$ cat src/execUnit_defines.svh
/*
 * Size macros for the scalar execution lane.
 * Include this header wherever a width or depth is needed; the package
 * builds its types on top of these values.
 */

`ifndef EXEC_UNIT_DEFINES_SVH
`define EXEC_UNIT_DEFINES_SVH

// Operand and result word
`define DATA_WIDTH		32

// Issue number carried with every command
`define TAG_WIDTH		4

// Destination register index
`define REG_INDEX_WIDTH	5

// Word address bits inside one bank
`define BANK_ADDR_WIDTH	8

`endif

$ cat src/execUnitPkg.sv
/*
 * Shared types of the execution lane: command, write-back and state
 * encodings. Imported by every RTL module and by the testbench.
 */

`default_nettype none

`include "execUnit_defines.svh"

package execUnitPkg;

	//////////////////////////////////////////////////
	// Plain vector types
	//////////////////////////////////////////////////
	typedef logic [`DATA_WIDTH-1:0]			data_t;			// Operand or result word
	typedef logic [`TAG_WIDTH-1:0]			issueTag_t;		// Issue number
	typedef logic [`REG_INDEX_WIDTH-1:0]	regIndex_t;		// Destination register
	typedef logic [`BANK_ADDR_WIDTH:0]		wordAddr_t;		// Bit 0 picks the bank
	typedef logic [`BANK_ADDR_WIDTH-1:0]	bankAddr_t;		// Index inside one bank

	//////////////////////////////////////////////////
	// Encodings
	//////////////////////////////////////////////////
	typedef enum logic [1:0] {
		opArith,
		opMove,
		opLoad,
		opStore
	} opType_t;

	typedef enum logic [2:0] {
		aluAdd,
		aluSub,
		aluAnd,
		aluOr,
		aluXor,
		aluShiftLeft,
		aluShiftRight,		// Logical shift
		aluSetLessThan		// Signed compare
	} aluOp_t;

	typedef enum logic [1:0] {
		ldStIdle,
		ldStAccess,
		ldStFinish
	} ldStState_t;

	//////////////////////////////////////////////////
	// Command and result bundles
	//////////////////////////////////////////////////
	typedef struct packed {
		logic		valid;
		opType_t	opType;
		aluOp_t		aluOp;		// Also selects the move source
		regIndex_t	dst;
		issueTag_t	tag;
		data_t		src1;
		data_t		src2;
		data_t		src3;		// Store data or immediate
	} execCommand_t;

	typedef struct packed {
		logic		valid;
		issueTag_t	tag;
		regIndex_t	dst;
		data_t		data;
	} writeBack_t;

endpackage

`default_nettype wire

$ cat src/execUnit.sv
/*
 * Scalar execution stage. Routes each accepted command to the ALU, the
 * move register or the load/store unit of the addressed bank, and holds
 * ready low while that unit is still busy.
 */

`timescale 1ns/1ps
`default_nettype none

`include "execUnit_defines.svh"

module execUnit
	import execUnitPkg::*;
(
	input	wire logic			clock,
	input	wire logic			reset,
	input	wire execCommand_t	command,
	output	logic				ready,

	// Write-back channels
	output	writeBack_t			aluResult,
	output	writeBack_t			moveResult,
	output	writeBack_t			evenLdStResult,
	output	writeBack_t			oddLdStResult,
	output	logic				evenStoreDone,
	output	logic				oddStoreDone,

	// Even bank Wishbone master
	output	logic				evenCyc,
	output	logic				evenStb,
	output	logic				evenWe,
	output	bankAddr_t			evenAdr,
	output	data_t				evenDatWrite,
	input	wire data_t			evenDatRead,
	input	wire logic			evenAck,

	// Odd bank Wishbone master
	output	logic				oddCyc,
	output	logic				oddStb,
	output	logic				oddWe,
	output	bankAddr_t			oddAdr,
	output	data_t				oddDatWrite,
	input	wire data_t			oddDatRead,
	input	wire logic			oddAck
);

	logic		isLdSt;
	logic		isStore;
	logic		accept;
	logic		evenBusy;
	logic		oddBusy;
	logic		evenStart;
	logic		oddStart;
	data_t		addrSum;
	wordAddr_t	effAddr;
	bankAddr_t	bankAddr;
	logic		moveValid;
	issueTag_t	moveTag;
	regIndex_t	moveDst;
	data_t		moveData;

	//////////////////////////////////////////////////
	// Decode and bank selection
	//////////////////////////////////////////////////
	assign isLdSt	= (command.opType == opLoad) || (command.opType == opStore);
	assign isStore	= (command.opType == opStore);
	assign addrSum	= command.src1 + command.src2;
	assign effAddr	= addrSum[`BANK_ADDR_WIDTH:0];		// Word address
	assign bankAddr	= effAddr[`BANK_ADDR_WIDTH:1];

	// Stall only loads and stores whose bank unit is occupied
	assign ready	= !(isLdSt && (effAddr[0] ? oddBusy : evenBusy));
	assign accept	= command.valid && ready;

	assign evenStart	= accept && isLdSt && !effAddr[0];
	assign oddStart		= accept && isLdSt && effAddr[0];

	//////////////////////////////////////////////////
	// Register-move path
	//////////////////////////////////////////////////
	always_ff @(posedge clock) begin
		if (reset) begin
			moveValid <= 1'b0;
		end else begin
			moveValid <= accept && (command.opType == opMove);
		end
	end

	always_ff @(posedge clock) begin
		moveTag		<= command.tag;
		moveDst		<= command.dst;
		moveData	<= (command.aluOp == aluAdd) ? command.src1 : command.src3;	// Else immediate
	end

	assign moveResult = '{valid: moveValid, tag: moveTag, dst: moveDst, data: moveData};

	//////////////////////////////////////////////////
	// Execution paths
	//////////////////////////////////////////////////
	scalarAlu alu (
		.clock		(clock),
		.reset		(reset),
		.command	(command),
		.start		(accept && (command.opType == opArith)),
		.result		(aluResult)
	);

	loadStoreUnit evenLdSt (
		.clock		(clock),
		.reset		(reset),
		.start		(evenStart),
		.isStore	(isStore),
		.bankAddr	(bankAddr),
		.storeData	(command.src3),
		.tag		(command.tag),
		.dst		(command.dst),
		.busy		(evenBusy),
		.result		(evenLdStResult),
		.storeDone	(evenStoreDone),
		.cyc		(evenCyc),
		.stb		(evenStb),
		.we			(evenWe),
		.adr		(evenAdr),
		.datWrite	(evenDatWrite),
		.datRead	(evenDatRead),
		.ack		(evenAck)
	);

	loadStoreUnit oddLdSt (
		.clock		(clock),
		.reset		(reset),
		.start		(oddStart),
		.isStore	(isStore),
		.bankAddr	(bankAddr),
		.storeData	(command.src3),
		.tag		(command.tag),
		.dst		(command.dst),
		.busy		(oddBusy),
		.result		(oddLdStResult),
		.storeDone	(oddStoreDone),
		.cyc		(oddCyc),
		.stb		(oddStb),
		.we			(oddWe),
		.adr		(oddAdr),
		.datWrite	(oddDatWrite),
		.datRead	(oddDatRead),
		.ack		(oddAck)
	);

	// An accepted access finds its unit idle and occupies it next cycle
	evenAcceptIdle: assert property (@(posedge clock) disable iff (reset)
		evenStart |-> !evenBusy ##1 evenBusy);

	oddAcceptIdle: assert property (@(posedge clock) disable iff (reset)
		oddStart |-> !oddBusy ##1 oddBusy);

endmodule

`default_nettype wire

$ cat src/loadStoreUnit.sv
/*
 * Load/store sequencer for one memory bank. A request is latched on start
 * and carried out as one Wishbone classic cycle; loads return a write-back
 * result, stores give a one-cycle storeDone pulse.
 */

`timescale 1ns/1ps
`default_nettype none

module loadStoreUnit
	import execUnitPkg::*;
(
	input	wire logic		clock,
	input	wire logic		reset,

	// Request side
	input	wire logic		start,
	input	wire logic		isStore,
	input	wire bankAddr_t	bankAddr,
	input	wire data_t		storeData,
	input	wire issueTag_t	tag,
	input	wire regIndex_t	dst,
	output	logic			busy,
	output	writeBack_t		result,
	output	logic			storeDone,

	// Wishbone master
	output	logic			cyc,
	output	logic			stb,
	output	logic			we,
	output	bankAddr_t		adr,
	output	data_t			datWrite,
	input	wire data_t		datRead,
	input	wire logic		ack
);

	ldStState_t	state;
	logic		isStoreQ;
	logic		loadValid;
	bankAddr_t	addrQ;
	data_t		dataQ;
	data_t		loadData;
	issueTag_t	tagQ;
	regIndex_t	dstQ;

	logic		takeRequest;
	logic		busDone;

	assign takeRequest	= (state == ldStIdle) && start;
	assign busDone		= (state == ldStAccess) && ack;

	//////////////////////////////////////////////////
	// Sequencer
	//////////////////////////////////////////////////
	always_ff @(posedge clock) begin
		if (reset) begin
			state		<= ldStIdle;
			isStoreQ	<= 1'b0;
			cyc			<= 1'b0;
			stb			<= 1'b0;
			loadValid	<= 1'b0;
			storeDone	<= 1'b0;
		end else begin
			loadValid	<= 1'b0;	// Both are single-cycle pulses
			storeDone	<= 1'b0;
			case (state)
				ldStIdle: begin
					if (start) begin
						state		<= ldStAccess;
						isStoreQ	<= isStore;
						cyc			<= 1'b1;
						stb			<= 1'b1;
					end
				end
				ldStAccess: begin
					if (ack) begin
						state		<= ldStFinish;
						cyc			<= 1'b0;	// Released right after the acknowledge
						stb			<= 1'b0;
						loadValid	<= ~isStoreQ;
						storeDone	<= isStoreQ;
					end
				end
				ldStFinish: state <= ldStIdle;
				default:	state <= ldStIdle;
			endcase
		end
	end

	// Request payload and loaded word
	always_ff @(posedge clock) begin
		if (takeRequest) begin
			addrQ	<= bankAddr;
			dataQ	<= storeData;
			tagQ	<= tag;
			dstQ	<= dst;
		end
		if (busDone) begin
			loadData <= datRead;
		end
	end

	assign busy		= (state != ldStIdle);
	assign we		= cyc & isStoreQ;
	assign adr		= addrQ;
	assign datWrite	= dataQ;

	assign result	= '{valid: loadValid, tag: tagQ, dst: dstQ, data: loadData};

	// The issuing side must hold requests while this unit works
	noStartWhenBusy: assert property (@(posedge clock) disable iff (reset)
		start |-> !busy);

	// Strobe only inside a bus cycle
	stbInsideCyc: assert property (@(posedge clock) disable iff (reset)
		stb |-> cyc);

endmodule

`default_nettype wire

$ cat src/scalarAlu.sv
/*
 * Two-stage integer pipeline. Operands are captured on start, the result
 * comes out two cycles later with its tag and destination register.
 */

`timescale 1ns/1ps
`default_nettype none

module scalarAlu
	import execUnitPkg::*;
(
	input	wire logic			clock,
	input	wire logic			reset,
	input	wire execCommand_t	command,
	input	wire logic			start,
	output	writeBack_t			result
);

	// Stage one
	logic		s1Valid;
	aluOp_t		s1Op;
	issueTag_t	s1Tag;
	regIndex_t	s1Dst;
	data_t		s1A;
	data_t		s1B;

	// Stage two
	logic		s2Valid;
	issueTag_t	s2Tag;
	regIndex_t	s2Dst;
	data_t		s2Data;

	data_t		aluOut;

	always_ff @(posedge clock) begin
		if (reset) begin
			s1Valid <= 1'b0;
			s2Valid <= 1'b0;
		end else begin
			s1Valid <= start;
			s2Valid <= s1Valid;
		end
	end

	always_ff @(posedge clock) begin
		s1Op	<= command.aluOp;
		s1Tag	<= command.tag;
		s1Dst	<= command.dst;
		s1A		<= command.src1;
		s1B		<= command.src2;
		s2Tag	<= s1Tag;
		s2Dst	<= s1Dst;
		s2Data	<= aluOut;
	end

	always_comb begin
		case (s1Op)
			aluAdd:			aluOut = s1A + s1B;
			aluSub:			aluOut = s1A - s1B;
			aluAnd:			aluOut = s1A & s1B;
			aluOr:			aluOut = s1A | s1B;
			aluXor:			aluOut = s1A ^ s1B;
			aluShiftLeft:	aluOut = s1A << s1B[4:0];		// Low five bits only
			aluShiftRight:	aluOut = s1A >> s1B[4:0];
			aluSetLessThan:	aluOut = data_t'($signed(s1A) < $signed(s1B));
			default:		aluOut = '0;
		endcase
	end

	assign result = '{valid: s2Valid, tag: s2Tag, dst: s2Dst, data: s2Data};

	// Every accepted operation leaves the pipe exactly two cycles on
	validLatency: assert property (@(posedge clock) disable iff (reset)
		result.valid == $past(start, 2));

endmodule

`default_nettype wire
$ cat config.mk
export PLATFORM = sky130hd
export DESIGN_NAME = execUnit
export DESIGN_NICKNAME = d
export VERILOG_FILES = /design/src/execUnitPkg.sv /design/src/execUnit.sv /design/src/loadStoreUnit.sv /design/src/scalarAlu.sv
export VERILOG_INCLUDE_DIRS = /design/src
export SDC_FILE = /design/constraint.sdc
export NUM_CORES = 1
export LEC_CHECK = 0
export ABC_AREA = 1
export CAP_MARGIN = 20
export CORE_ASPECT_RATIO = 1.4
export CORE_MARGIN = 2
export CORE_UTILIZATION = 43
export DETAILED_ROUTE_END_ITERATION = 10
export DONT_BUFFER_PORTS = 1
export PLACE_DENSITY_LB_ADDON = 0.1
export SYNTH_ARGS = -nofsm -noshare
export SYNTH_HDL_FRONTEND = slang
export SYNTH_HIERARCHICAL = 1
export SYNTH_SLANG_ARGS = --single-unit
$ cat constraint.sdc
create_clock -name clock -period 2.53 [get_ports clock]
set_input_delay 0.3795 -clock clock [delete_from_list [all_inputs] [get_ports clock]]
set_output_delay 0.3795 -clock clock [all_outputs]
set_load 0.005 [all_outputs]
==> metrics.yaml, run 1 <==
synth:
  ys_seq_area_share_pct: 44.0
  ys_types: 49
  synth_area_um2: 18900
  synthCells: 2481
  yosysTopAreaCellShare_pct: 25.7
  synth_warnings: 6
  synth_fp_nets: 2768
  avgSynthCellArea_um2: 7.62
  yosys.area.top_type: "edfxtp_1"
  ys_ff_latch: 335
  synthTopCellsByArea: "edfxtp_1 (26%), dfxtp_1 (18%), nand2_1 (14%)"
floorplan:
  dieArea_um2: 45700
  rows: 90
  coreArea_um2: 43200
  ioPinCount: 436
  start_util_pct: 43.7
  fp.dieW_um: 181
  die_y_um: 252
timing:
  max_freq_mhz: 414
  hold_viol_final: 0
  slew_headroom_pct: 47.0
  setup_viol: 0
  post-route-period-util_pct: 95.5
  finClkSkew_ns: 0.0200
  slew_viol_final: 0
  tightest_slew_ns: 0.794
  tns_ns: 0
  fin_crit_ns: 2.42
  whs_ns: 0.0972
grt:
  grt-ovfl-total: 0
  grt.busiest_layer: "met2"
  met1_usage_pct: 39.3
  gr-usage-all-layers_pct: 34.8
  grt_pass1_wl_um: 117000
  antenna_found_initial: 6
  gr-usage-met2_pct: 61.8
  grt_pass1_vias: 18200
  grt_max_degree: 72
  grt_use_met3_pct: 6.59
power:
  pwr-share-seq_pct: 44.1
  switchingPower_uw: 4350
  ir_worst_vdd_uv: 684
  comb_power_share_pct: 21.0
  total_power_uw: 14100
  intPower_uw: 9740
  switching_share_pct: 30.9
  p_leak_uw: 0.0109
  clock_power_share_pct: 34.9
  p_per_area_nw_per_um2: 605
clock_network:
  cts_tree: "built"
  numCtsBuffers: 31
  cts.sink_count: 335
  clk_pin_slew_ns: 0.08
  clk_latency_ns: 0.61
  cts.path.max_buffers: 3
  htree_levels: 1
  cts-root-buf: "clkbuf_16"
route:
  vias: 18500
  wirelength_um: 82000
  routedWlPerCell_um: 24.6
  viasPerCell: 5.55
  drtPass1Iterations: 6
  antenna_left: 0
  drc: 0
  drt_iter0_markers: 1506
critical_path:
  reg2reg_depth: 12
  endpoint_kind: "register"
  critPathLaunchType: "register"
  startpoint: "alu/s1A[25]$_DFF_P_"
  required_ns: 3.01
  endpoint: "alu/s2Data[29]$_DFF_P_"
  path_max_fanout: 6
  timing.rr.end: "alu/s2Data[29]$_DFF_P_"
  reg2reg_from: "alu/s1A[25]$_DFF_P_"
  critical_path_arrival_ns: 2.90
  crit_type: "register to register"
  r2r_setup_slack_ns: 0.11
cells_and_area:
  layout_commonest_cell: "nand2_1"
  final_cells: 3332
  layout-drive-gt1-share_pct: 10.3
  syn2layout_area_growth_pct: 23.2
  nets: 3037
  layout.cells.most_common_list: "nand2_1 (685), nand3_1 (327), inv_1 (282), nor2_1 (202), dlygate4sd3_1 (179)"
placed_design:
  place.gp.congestion: 1.02
  port_buffers: 0
  dp.cells: 3090
  hpwl_um: 64800
min_path:
  hold_path_class: "input pin to register"
flow_run:
  max_cap_violations: 0
status:
  status: "finished, final reports clean"
[cells in the mapped netlist, drive strengths merged]
master   count
nand2      692
nand3      334
inv        299
nor2       211
dfxtp      173
edfxtp     162
a21oi      115
ha         105
o21ai       87
buf         77
nand4       30
nor3        29
clkbuf      27
o211ai      24
o22ai       17
o21a        13
or2         13
o21bai      11
nand3b      10
xor2         7
a221oi       6
and3         6
and2         5
xnor2        5
nor3b        4
o221ai       4
fa           3
mux2i        3
a211oi       2
a31oi        2
clkinv       2
nor4         2
o2111ai      1
[critical path, stage by stage, from the launching register on]
cell     delay [ns]
dfxtp_1        0.43
inv_1          0.12
ha_1           0.45
inv_1          0.19
nand2_1        0.10
nor2_1         0.19
nand2_1        0.16
nor3_1         0.19
nand2_1        0.15
nand2_1        0.10
nand2_1        0.05
nand3_1        0.10
nand3_1        0.08
[cell type report]
cell class	count	area, um2
fill	4179	19900
multi-input combinational	1741	8950
sequential	335	8340
timing repair buffer	340	3110
inverter	301	1140
clock buffer	38	822
tap	552	691
clock inverter	20	235
antenna	5	12.5
[worst min path at each step]
stage | start | end | depth (start not counted)
final | command[65] | oddLdSt/adr[0]$_DFFE_PP_ | 1
after global placement | alu/s1Tag[0]$_DFF_P_ | alu/s2Tag[0]$_DFF_P_ | 0
after detailed placement | alu/s1Tag[1]$_DFF_P_ | alu/s2Tag[1]$_DFF_P_ | 0
after CTS | command[65] | oddLdSt/adr[0]$_DFFE_PP_ | 1
after global routing | command[65] | oddLdSt/adr[0]$_DFFE_PP_ | 1
after floorplan | alu/s1Dst[0]$_DFF_P_ | alu/s2Dst[0]$_DFF_P_ | 0
[per-layer routing]
metal	part of all wire, %	routed length, um
met5	0.029	24
met4	6.3	5190
met3	7.5	6180
met2	50	40800
met1	36	29900
[cell families (layout without fill, tap and decap cells)]
group           after synthesis  after routing  synth area share (%)
buf+inv                     405            699                  8.97
xor+xnor                     12             12                 0.556
fa+ha+maj                   108            108                  7.26
simple gates               1336           1336                  30.4
other cells                   0              5                     0
compound gates              282            282                  8.63
mux                           3              3                 0.159
flops                       335            335                  44.0
[flip-flops by register name (all words and copies together), names as in the netlist, 8 cells and up]
signal,count
evenLdSt/adr,8
alu/s2Data,32
evenLdSt/loadData,32
evenLdSt/datWrite,32
oddLdSt/adr,8
moveData,32
oddLdSt/loadData,32
alu/s1A,32
oddLdSt/datWrite,32
alu/s1B,32
[power by group through the flow]
stage / logic (uW) / registers [uW] / clock network (uW)
3_3_place_gp: 2580 / 6340 / 0
4_1_cts: 2880 / 6220 / 4980
2_1_floorplan: 1610 / 6250 / 0
3_5_place_dp: 2590 / 6340 / 0
6_report: 2960 / 6220 / 4920
5_1_grt: 3210 / 6240 / 5170
[metrics by stage]
stage	utilization (%)	area (um2)	setup slack, ns
2_1_floorplan	-	18900	0.0910
3_3_place_gp	47.1	20400	-0.0587
3_5_place_dp	47.1	20400	-0.132
4_1_cts	53.7	23200	0.0158
5_1_grt	53.9	23300	-0.00467
6_report	53.9	23300	0.115
[repair_timing]
item | CTS | global route
hold endpoints to repair | 278 | 0
hold buffers | 179 | 0
resized for setup | 3 | 20
endpoints found under the setup margin | 1 | 17
setup buffers | 0 | 0
No activity file was read; power rests on OpenSTA's default activity.
==> run 2, diff against run 1 <==
- clock period: 2.53 -> 3.11 ns (I/O delays scaled with it)
==> run 2 against run 1 <==
Routed wire length up 0.38%. Clock power decreased by 12%. Combinational power down 27%. Critical path type unchanged. Highest routed layer is now met4.
==> metrics.yaml, run 2 (synthesis gave the netlist of run 1 again) <==
power:
  intPower_uw: 8070  # -17%
  total_power_uw: 11600  # -18%
  ir_worst_vdd_uv: 655  # -4.2%
  pwr-share-seq_pct: 43.8  # -0.3 points
  p_leak_uw: 0.0101  # -6.9%
  p_per_area_nw_per_um2: 534  # -12%
  switchingPower_uw: 3500  # -20%
  comb_power_share_pct: 18.7  # -2.3 points
  clock_power_share_pct: 37.6  # +2.7 points
  switching_share_pct: 30.3  # -0.61 points
timing:
  slew_headroom_pct: 46.1  # -0.90 points
  tightest_slew_ns: 0.808  # +0.0136 ns
  setup_viol: 0  # unchanged
  slew_viol_final: 0  # unchanged
  tns_ns: 0  # unchanged
  max_freq_mhz: 364  # -12%
  rsz0062_at_grt: "no"
  hold_viol_final: 0  # unchanged
  fin_crit_ns: 2.74  # +0.328 ns
  finClkSkew_ns: 0.0215  # +0.00149 ns
  post-route-period-util_pct: 88.2  # -7.2 points
clock_network:
  clk_latency_ns: 0.54  # -0.07 ns
  cts.sink_count: 335  # unchanged
  numCtsBuffers: 34  # +9.7%
  cts_setup_buffers: 0  # unchanged
  cts_tree: "built"
  postCtsResizedCells: 0  # -3
  clk_pin_slew_ns: 0.07  # about the same
  htree_levels: 2  # +1
  cts.path.max_buffers: 3  # unchanged
  hold_buffers: 81  # -55%
  cts-root-buf: "clkbuf_16"
cells_and_area:
  multi_input_area_um2: 8890  # -0.73%
  layout.cells.most_common_list: "nand2_1 (690), nand3_1 (329), inv_1 (282), nor2_1 (207), dfxtp_1 (169)"
  nets: 2862  # -5.8%
  layout-drive-gt1-share_pct: 7.27  # -3.1 points
  layout_commonest_cell: "nand2_1"
  syn2layout_area_growth_pct: 14.6
  fillerInstances: 4272  # +2.2%
  seq_area_um2: 8330  # about the same
critical_path:
  path_max_fanout: 4  # -2
  critical_path_arrival_ns: 3.16  # +0.26 ns
  startpoint: "alu/s1A[17]$_DFF_P_"
  endpoint_kind: "register"
  crit_type: "register to register"
  reg2reg_from: "alu/s1A[17]$_DFF_P_"
  critPathLaunchType: "register"
  required_ns: 3.53  # +0.52 ns
grt:
  gr-usage-all-layers_pct: 35.2  # +0.34 points
  grt_pass1_vias: 17600  # -3.6%
  grt_pass1_wl_um: 117000  # about the same
  grt-ovfl-total: 0  # unchanged
  antenna_found_initial: 3  # -3
  grt_max_degree: 72  # unchanged
floorplan:
  start_util_pct: 43.7  # unchanged
  die_y_um: 252  # unchanged
  fp.dieW_um: 181  # unchanged
  coreArea_um2: 43200  # unchanged
  ioPinCount: 436  # unchanged
  rows: 90  # unchanged
  dieArea_um2: 45700  # unchanged
flow_run:
  max_cap_violations: 0  # unchanged
route:
  vias: 17800  # -4.0%
  routedWlPerCell_um: 26.1  # +6.0%
  wirelength_um: 82400  # +0.38%
  drt_iter0_markers: 1537  # +2.1%
  drc: 0  # unchanged
  antenna_left: 0  # unchanged
  viasPerCell: 5.63  # +1.4%
  drtPass1Iterations: 7  # +1
placed_design:
  port_buffers: 0  # unchanged
  hpwl_um: 66200  # +2.2%
  place.gp.congestion: 1.03  # +1.2%
status:
  status: "finished, final reports clean"
min_path:
  hold_path_class: "input pin to register"
  hold_path.startpoint: "evenDatRead[28]"
==> run 2: changes by cell type in the layout (fill, tap and decap cells not counted), moves of 4 or more <==
cell / delta
ha_2: -5
ha_1: +5
nor2_1: +5
nand2_2: -5
nor2_2: -5
dlygate4sd3_1: -98
buf_4: -74
buf_12: -6
clkbuf_16: +4
nand2_1: +5
diode_2: -4
==> run 2: final timing paths <==
| path | end | cells after the start | slack, ns |
|---|---|---|---|
| worst max register to register | alu/s2Data[28]$_DFF_P_ | 13 | 0.37 |
| worst min register to register | alu/s2Tag[2]$_DFF_P_ | 0 | 0.32 |
| worst max-delay path | alu/s2Data[28]$_DFF_P_ | 13 | 0.37 |
| worst min-delay path | evenLdSt/loadData[28]$_DFFE_PP_ | 0 | 0.02 |
==> run 2: worst max-delay path: stages (launching register included) <==
cell,delay (ns)
dfxtp_1,0.40
inv_1,0.14
ha_1,0.39
a21oi_1,0.44
buf_4,0.20
inv_1,0.05
nand2_1,0.22
nand3_1,0.21
a21oi_1,0.25
nand2_1,0.07
nand2_1,0.06
nand2_1,0.05
nand2_1,0.05
nand3_1,0.07
==> run 2: area by class of cell <==
class                           instances  area share [%]
Clock inverter                         20            1.12
Sequential cell                       335            38.4
Tap cell                              552            3.19
Antenna cell                            1          0.0115
Timing Repair Buffer                  162            6.72
Inverter                              301            5.21
Clock buffer                           42            4.30
Multi-Input combinational cell       1741            41.0
==> run 2: power by group through the flow <==
| stage | registers (uW) | logic (uW) | clock network (uW) |
|---|---|---|---|
| 6_report | 5060 | 2160 | 4350 |
| 5_1_grt | 5080 | 2360 | 4540 |
| 4_1_cts | 5070 | 2130 | 4410 |
| 3_5_place_dp | 5160 | 2020 | 0 |
| 3_3_place_gp | 5160 | 2030 | 0 |
| 2_1_floorplan | 5080 | 1310 | 0 |
==> run 2: per-stage QoR <==
stage / hold slack (ns) / cells / worst slack [ns] / area (um2) / util, %
after CTS: 0.00317 / 3153 / 0.371 / 21700 / 50.1
after floorplan: 0.310 / 2481 / 0.406 / 18900 / -
after detailed placement: 0.313 / 3010 / 0.381 / 19700 / 45.5
after global placement: 0.311 / 3010 / 0.382 / 19700 / 45.5
final: 0.0217 / 3154 / 0.366 / 21700 / 50.1
after global routing: 0.00731 / 3153 / 0.231 / 21700 / 50.1
==> run 2: layer usage <==
metal / vias up / part of all wire [%] / GRT usage [%]
li1: 8318 / - / -
met1: 8381 / 35 / 37.7
met2: 833 / 50 / 62.8
met3: 221 / 7.2 / 7.41
met4: 0 / 7.3 / 22.7
met5: - / 0 / 0
==> run 3, diff against run 2 <==
- ABC_AREA: 1 -> 0
==> run 3 against run 2 <==
Sequential share of layout area fell by 1.0 points. Combinational power grew 9.7%. Design area grew 3.0%. Area after synthesis decreased by 7.5%. Utilization up 5.4 points. Worst setup slack got worse by 0.29 ns. Clock-buffer cell count shrank 7. Die area fell by 7.4%. Via count decreased by 15%. Non-clock buffer count is 205 higher. Critical path type unchanged. Sequential power hardly changed.
==> metrics.yaml, run 3 <==
placed_design:
  port_buffers: 0  # unchanged
  hpwl_um: 54700  # -17%
  place.gp.congestion: 0.988  # -4.2%
  dp.cells: 2309  # -23%
  dp_worst_setup_slack_ns: -0.143  # -0.524 ns
route:
  antenna_left: 0  # unchanged
  viasPerCell: 5.94  # +5.5%
  drc: 0  # unchanged
  top_layer_used: "met4"
  routedWlPerCell_um: 27.9  # +6.8%
  drtPass1Iterations: 6  # -1
  wirelength_um: 71000  # -14%
  wl_met3_um: 4970  # -16%
  wl_met2_um: 36600  # -12%
  wl_met1_um: 26200  # -9.1%
  vias: 15100  # -15%
  drt_iter0_markers: 1338  # -13%
timing:
  slew_viol_final: 0  # unchanged
  setup_viol: 0  # unchanged
  tightest_slew_ns: 0.942  # +0.134 ns
  post-route-period-util_pct: 97.4  # +9.2 points
  max_freq_mhz: 330  # -9.4%
  fin_crit_ns: 3.03  # +0.286 ns
  postLayoutSetupSlackWorst_ns: 0.0805  # -0.286 ns
  finClkSkew_ns: 0.0189  # -0.00268 ns
  hold_viol_final: 0  # unchanged
  slew_headroom_pct: 36.5  # -9.6 points
floorplan:
  fp.dieW_um: 174  # -3.7%
  coreArea_um2: 40200  # -7.1%
  die_y_um: 243  # -3.8%
  rows: 87  # -3.3%
  start_util_pct: 43.5  # -0.19 points
  ioPinCount: 436  # unchanged
  dieArea_um2: 42300  # -7.4%
cells_and_area:
  syn2layout_area_growth_pct: 27.6
  nets: 2272  # -21%
  final_cells: 2546  # -19%
  layout_commonest_cell: "buf_4"
  final_util_pct: 55.6  # +5.4 points
  layout.cells.most_common_list: "buf_4 (186), dlygate4sd3_1 (174), edfxtp_1 (162), dfxtp_1 (161), a21oi_1 (145)"
  layout-drive-gt1-share_pct: 18.9  # +12 points
synth:
  yosysTopAreaCellShare_pct: 27.8  # +2.1 points
  async_flop_share_pct: 0  # unchanged
  synth_fp_nets: 1977  # -29%
  ys.flop_type: "dfxtp_1"
  yosysMostFrequentCell: "dfxtp_1"
  synthCells: 1690  # -32%
  synth_warnings: 6  # unchanged
  synthTopCellsByArea: "edfxtp_1 (28%), dfxtp_1 (20%), ha_1 (7.5%)"
  synth_area_um2: 17500  # -7.5%
  ys_seq_area_share_pct: 47.6  # +3.6 points
  ys_types: 85  # +73%
  synth_edf_count: 162  # unchanged
  yosys-top-cells-count: "dfxtp_1 (173), edfxtp_1 (162), a21oi_1 (146)"
  yosys.area.top_type: "edfxtp_1"
  ys_ff_latch: 335  # unchanged
  avgSynthCellArea_um2: 10.3  # +36%
grt:
  grt-ovfl-total: 0  # unchanged
  grt_max_degree: 66  # -8.3%
  grt_pass1_vias: 15500  # -12%
  grt_pass1_wl_um: 103000  # -12%
  antenna_found_initial: 2  # -1
  gr-usage-all-layers_pct: 32.6  # -2.6 points
critical_path:
  startpoint: "alu/s1B[6]$_DFF_P_"
  reg2reg_from: "alu/s1B[6]$_DFF_P_"
  crit_type: "register to register"
  cp_cell_sequence: "inv_2 -> ha_4 -> or4_4 -> o211a_4 -> a21o_4 -> a2111o_1 -> and3_4 -> buf_4 -> a221oi_4 -> xnor2_1 -> o21ai_1"
  endpoint_kind: "register"
  r2r_setup_slack_ns: 0.08  # -0.29 ns
  critical_path_arrival_ns: 3.48  # +0.32 ns
  cp.depth: 11  # -2
  critPathLaunchType: "register"
  critical_path_buf_inv_count: 2  # -1
  critPathTopFamily: "compound AO/OA/AOI/OAI gates"
  path_max_fanout: 5  # +1
  required_ns: 3.56  # +0.03 ns
  endpoint: "alu/s2Data[23]$_DFF_P_"
  reg2reg_depth: 11  # -2
  max_stage_delay_ns: 0.54  # +0.10 ns
  slowest_stage: "or4_4"
  timing.rr.end: "alu/s2Data[23]$_DFF_P_"
clock_network:
  numCtsBuffers: 30  # -12%
  cts_tree: "built"
  clk_latency_ns: 0.59  # +0.05 ns
  cts-root-buf: "clkbuf_16"
  cts.path.max_buffers: 3  # unchanged
  htree_levels: 1  # -1
  cts.sink_count: 335  # unchanged
  clk_pin_slew_ns: 0.07  # about the same
min_path:
  min_path_cells: 1  # +1
  hold_path_class: "input pin to register"
power:
  p_per_area_nw_per_um2: 519  # -2.9%
  p_leak_uw: 0.00897  # -11%
  ir_worst_vdd_uv: 546  # -17%
flow_run:
  max_cap_violations: 0  # unchanged
status:
  status: "finished, final reports clean"
[run 3: changes by cell type in the layout (fill, tap and decap cells not counted), moves of 49 or more]
| cell | change |
|---|---|
| nand2_1 | -585 |
| nand3_1 | -311 |
| inv_1 | -181 |
| buf_4 | +108 |
| dlygate4sd3_1 | +93 |
| nor2_1 | -70 |
| mux2i_1 | +49 |
[run 3: cells by family (layout without fill, tap and decap cells)]
family | count (synthesis) | after routing | synth area share [%]
AOI/OAI and AO/OA | 476 | 476 | 17.9
xor gates and xnor gates | 34 | 34 | 1.70
adders and majority gates | 108 | 108 | 7.86
buffers and inverters | 210 | 529 | 4.89
DFF | 335 | 335 | 47.6
muxes | 118 | 118 | 8.76
other | 0 | 3 | 0
and+or+nand+nor | 409 | 409 | 11.3
[run 3: layout make-up]
cell class	instances	area (um2)
antenna	3	7.51
clock buffer	35	791
clock inverter	21	289
fill	3546	17900
inverter	106	400
multi-input combinational	1145	8530
sequential	335	8350
tap	534	668
timing repair buffer	367	3280
[run 3: metrics by stage]
step | setup TNS, ns | power [uW] | area (um2) | hold slack (ns)
after floorplan | 0 | 6350 | 17500 | 0.310
after global placement | -0.169 | 7230 | 19200 | 0.310
after detailed placement | -0.184 | 7220 | 19200 | 0.313
after CTS | 0 | 11500 | 22100 | 0.00271
after global routing | -0.0484 | 12000 | 22300 | 0.00793
final | 0 | 11600 | 22300 | 0.0141
[run 3: report_power, final]
part,switching (uW),internal (uW),total [uW],leakage [uW]
clock network,1730,2400,4130,0.000520
logic,1350,1020,2370,0.00552
registers,187,4890,5070,0.00293
[run 3: per-layer routing]
metal	GRT usage, %	up-vias
met5	0	-
met2	59.0	742
li1	-	6799
met1	37.3	7441
met3	6.25	140
met4	13.6	0
[run 3: how the worst min path moves through the flow]
stage                           end                  from
4_1_cts         moveData[2]$_DFF_P_            command[2]
3_5_place_dp   alu/s2Tag[0]$_DFF_P_  alu/s1Tag[0]$_DFF_P_
2_1_floorplan  alu/s2Dst[0]$_DFF_P_  alu/s1Dst[0]$_DFF_P_
6_report        moveData[2]$_DFF_P_            command[2]
5_1_grt        moveData[20]$_DFF_P_           command[20]
3_3_place_gp   alu/s2Dst[0]$_DFF_P_  alu/s1Dst[0]$_DFF_P_
[run 3: worst register-to-register path, stage by stage (launching register included)]
cell      delay, ns
dfxtp_2        0.33
inv_2          0.06
ha_4           0.16
or4_4          0.54
o211a_4        0.29
a21o_4         0.27
a2111o_1       0.44
and3_4         0.17
buf_4          0.14
a221oi_4       0.26
xnor2_1        0.16
o21ai_1        0.08
[run 3: what timing repair did]
action / in CTS / in global routing
hold endpoints to repair: 242 / 0
pin swaps: 1 / 8
hold buffers: 174 / 0
resized for setup: 9 / 47
endpoints found under the setup margin: 3 / 17
gates cloned: 1 / 0
setup buffers: 0 / 3
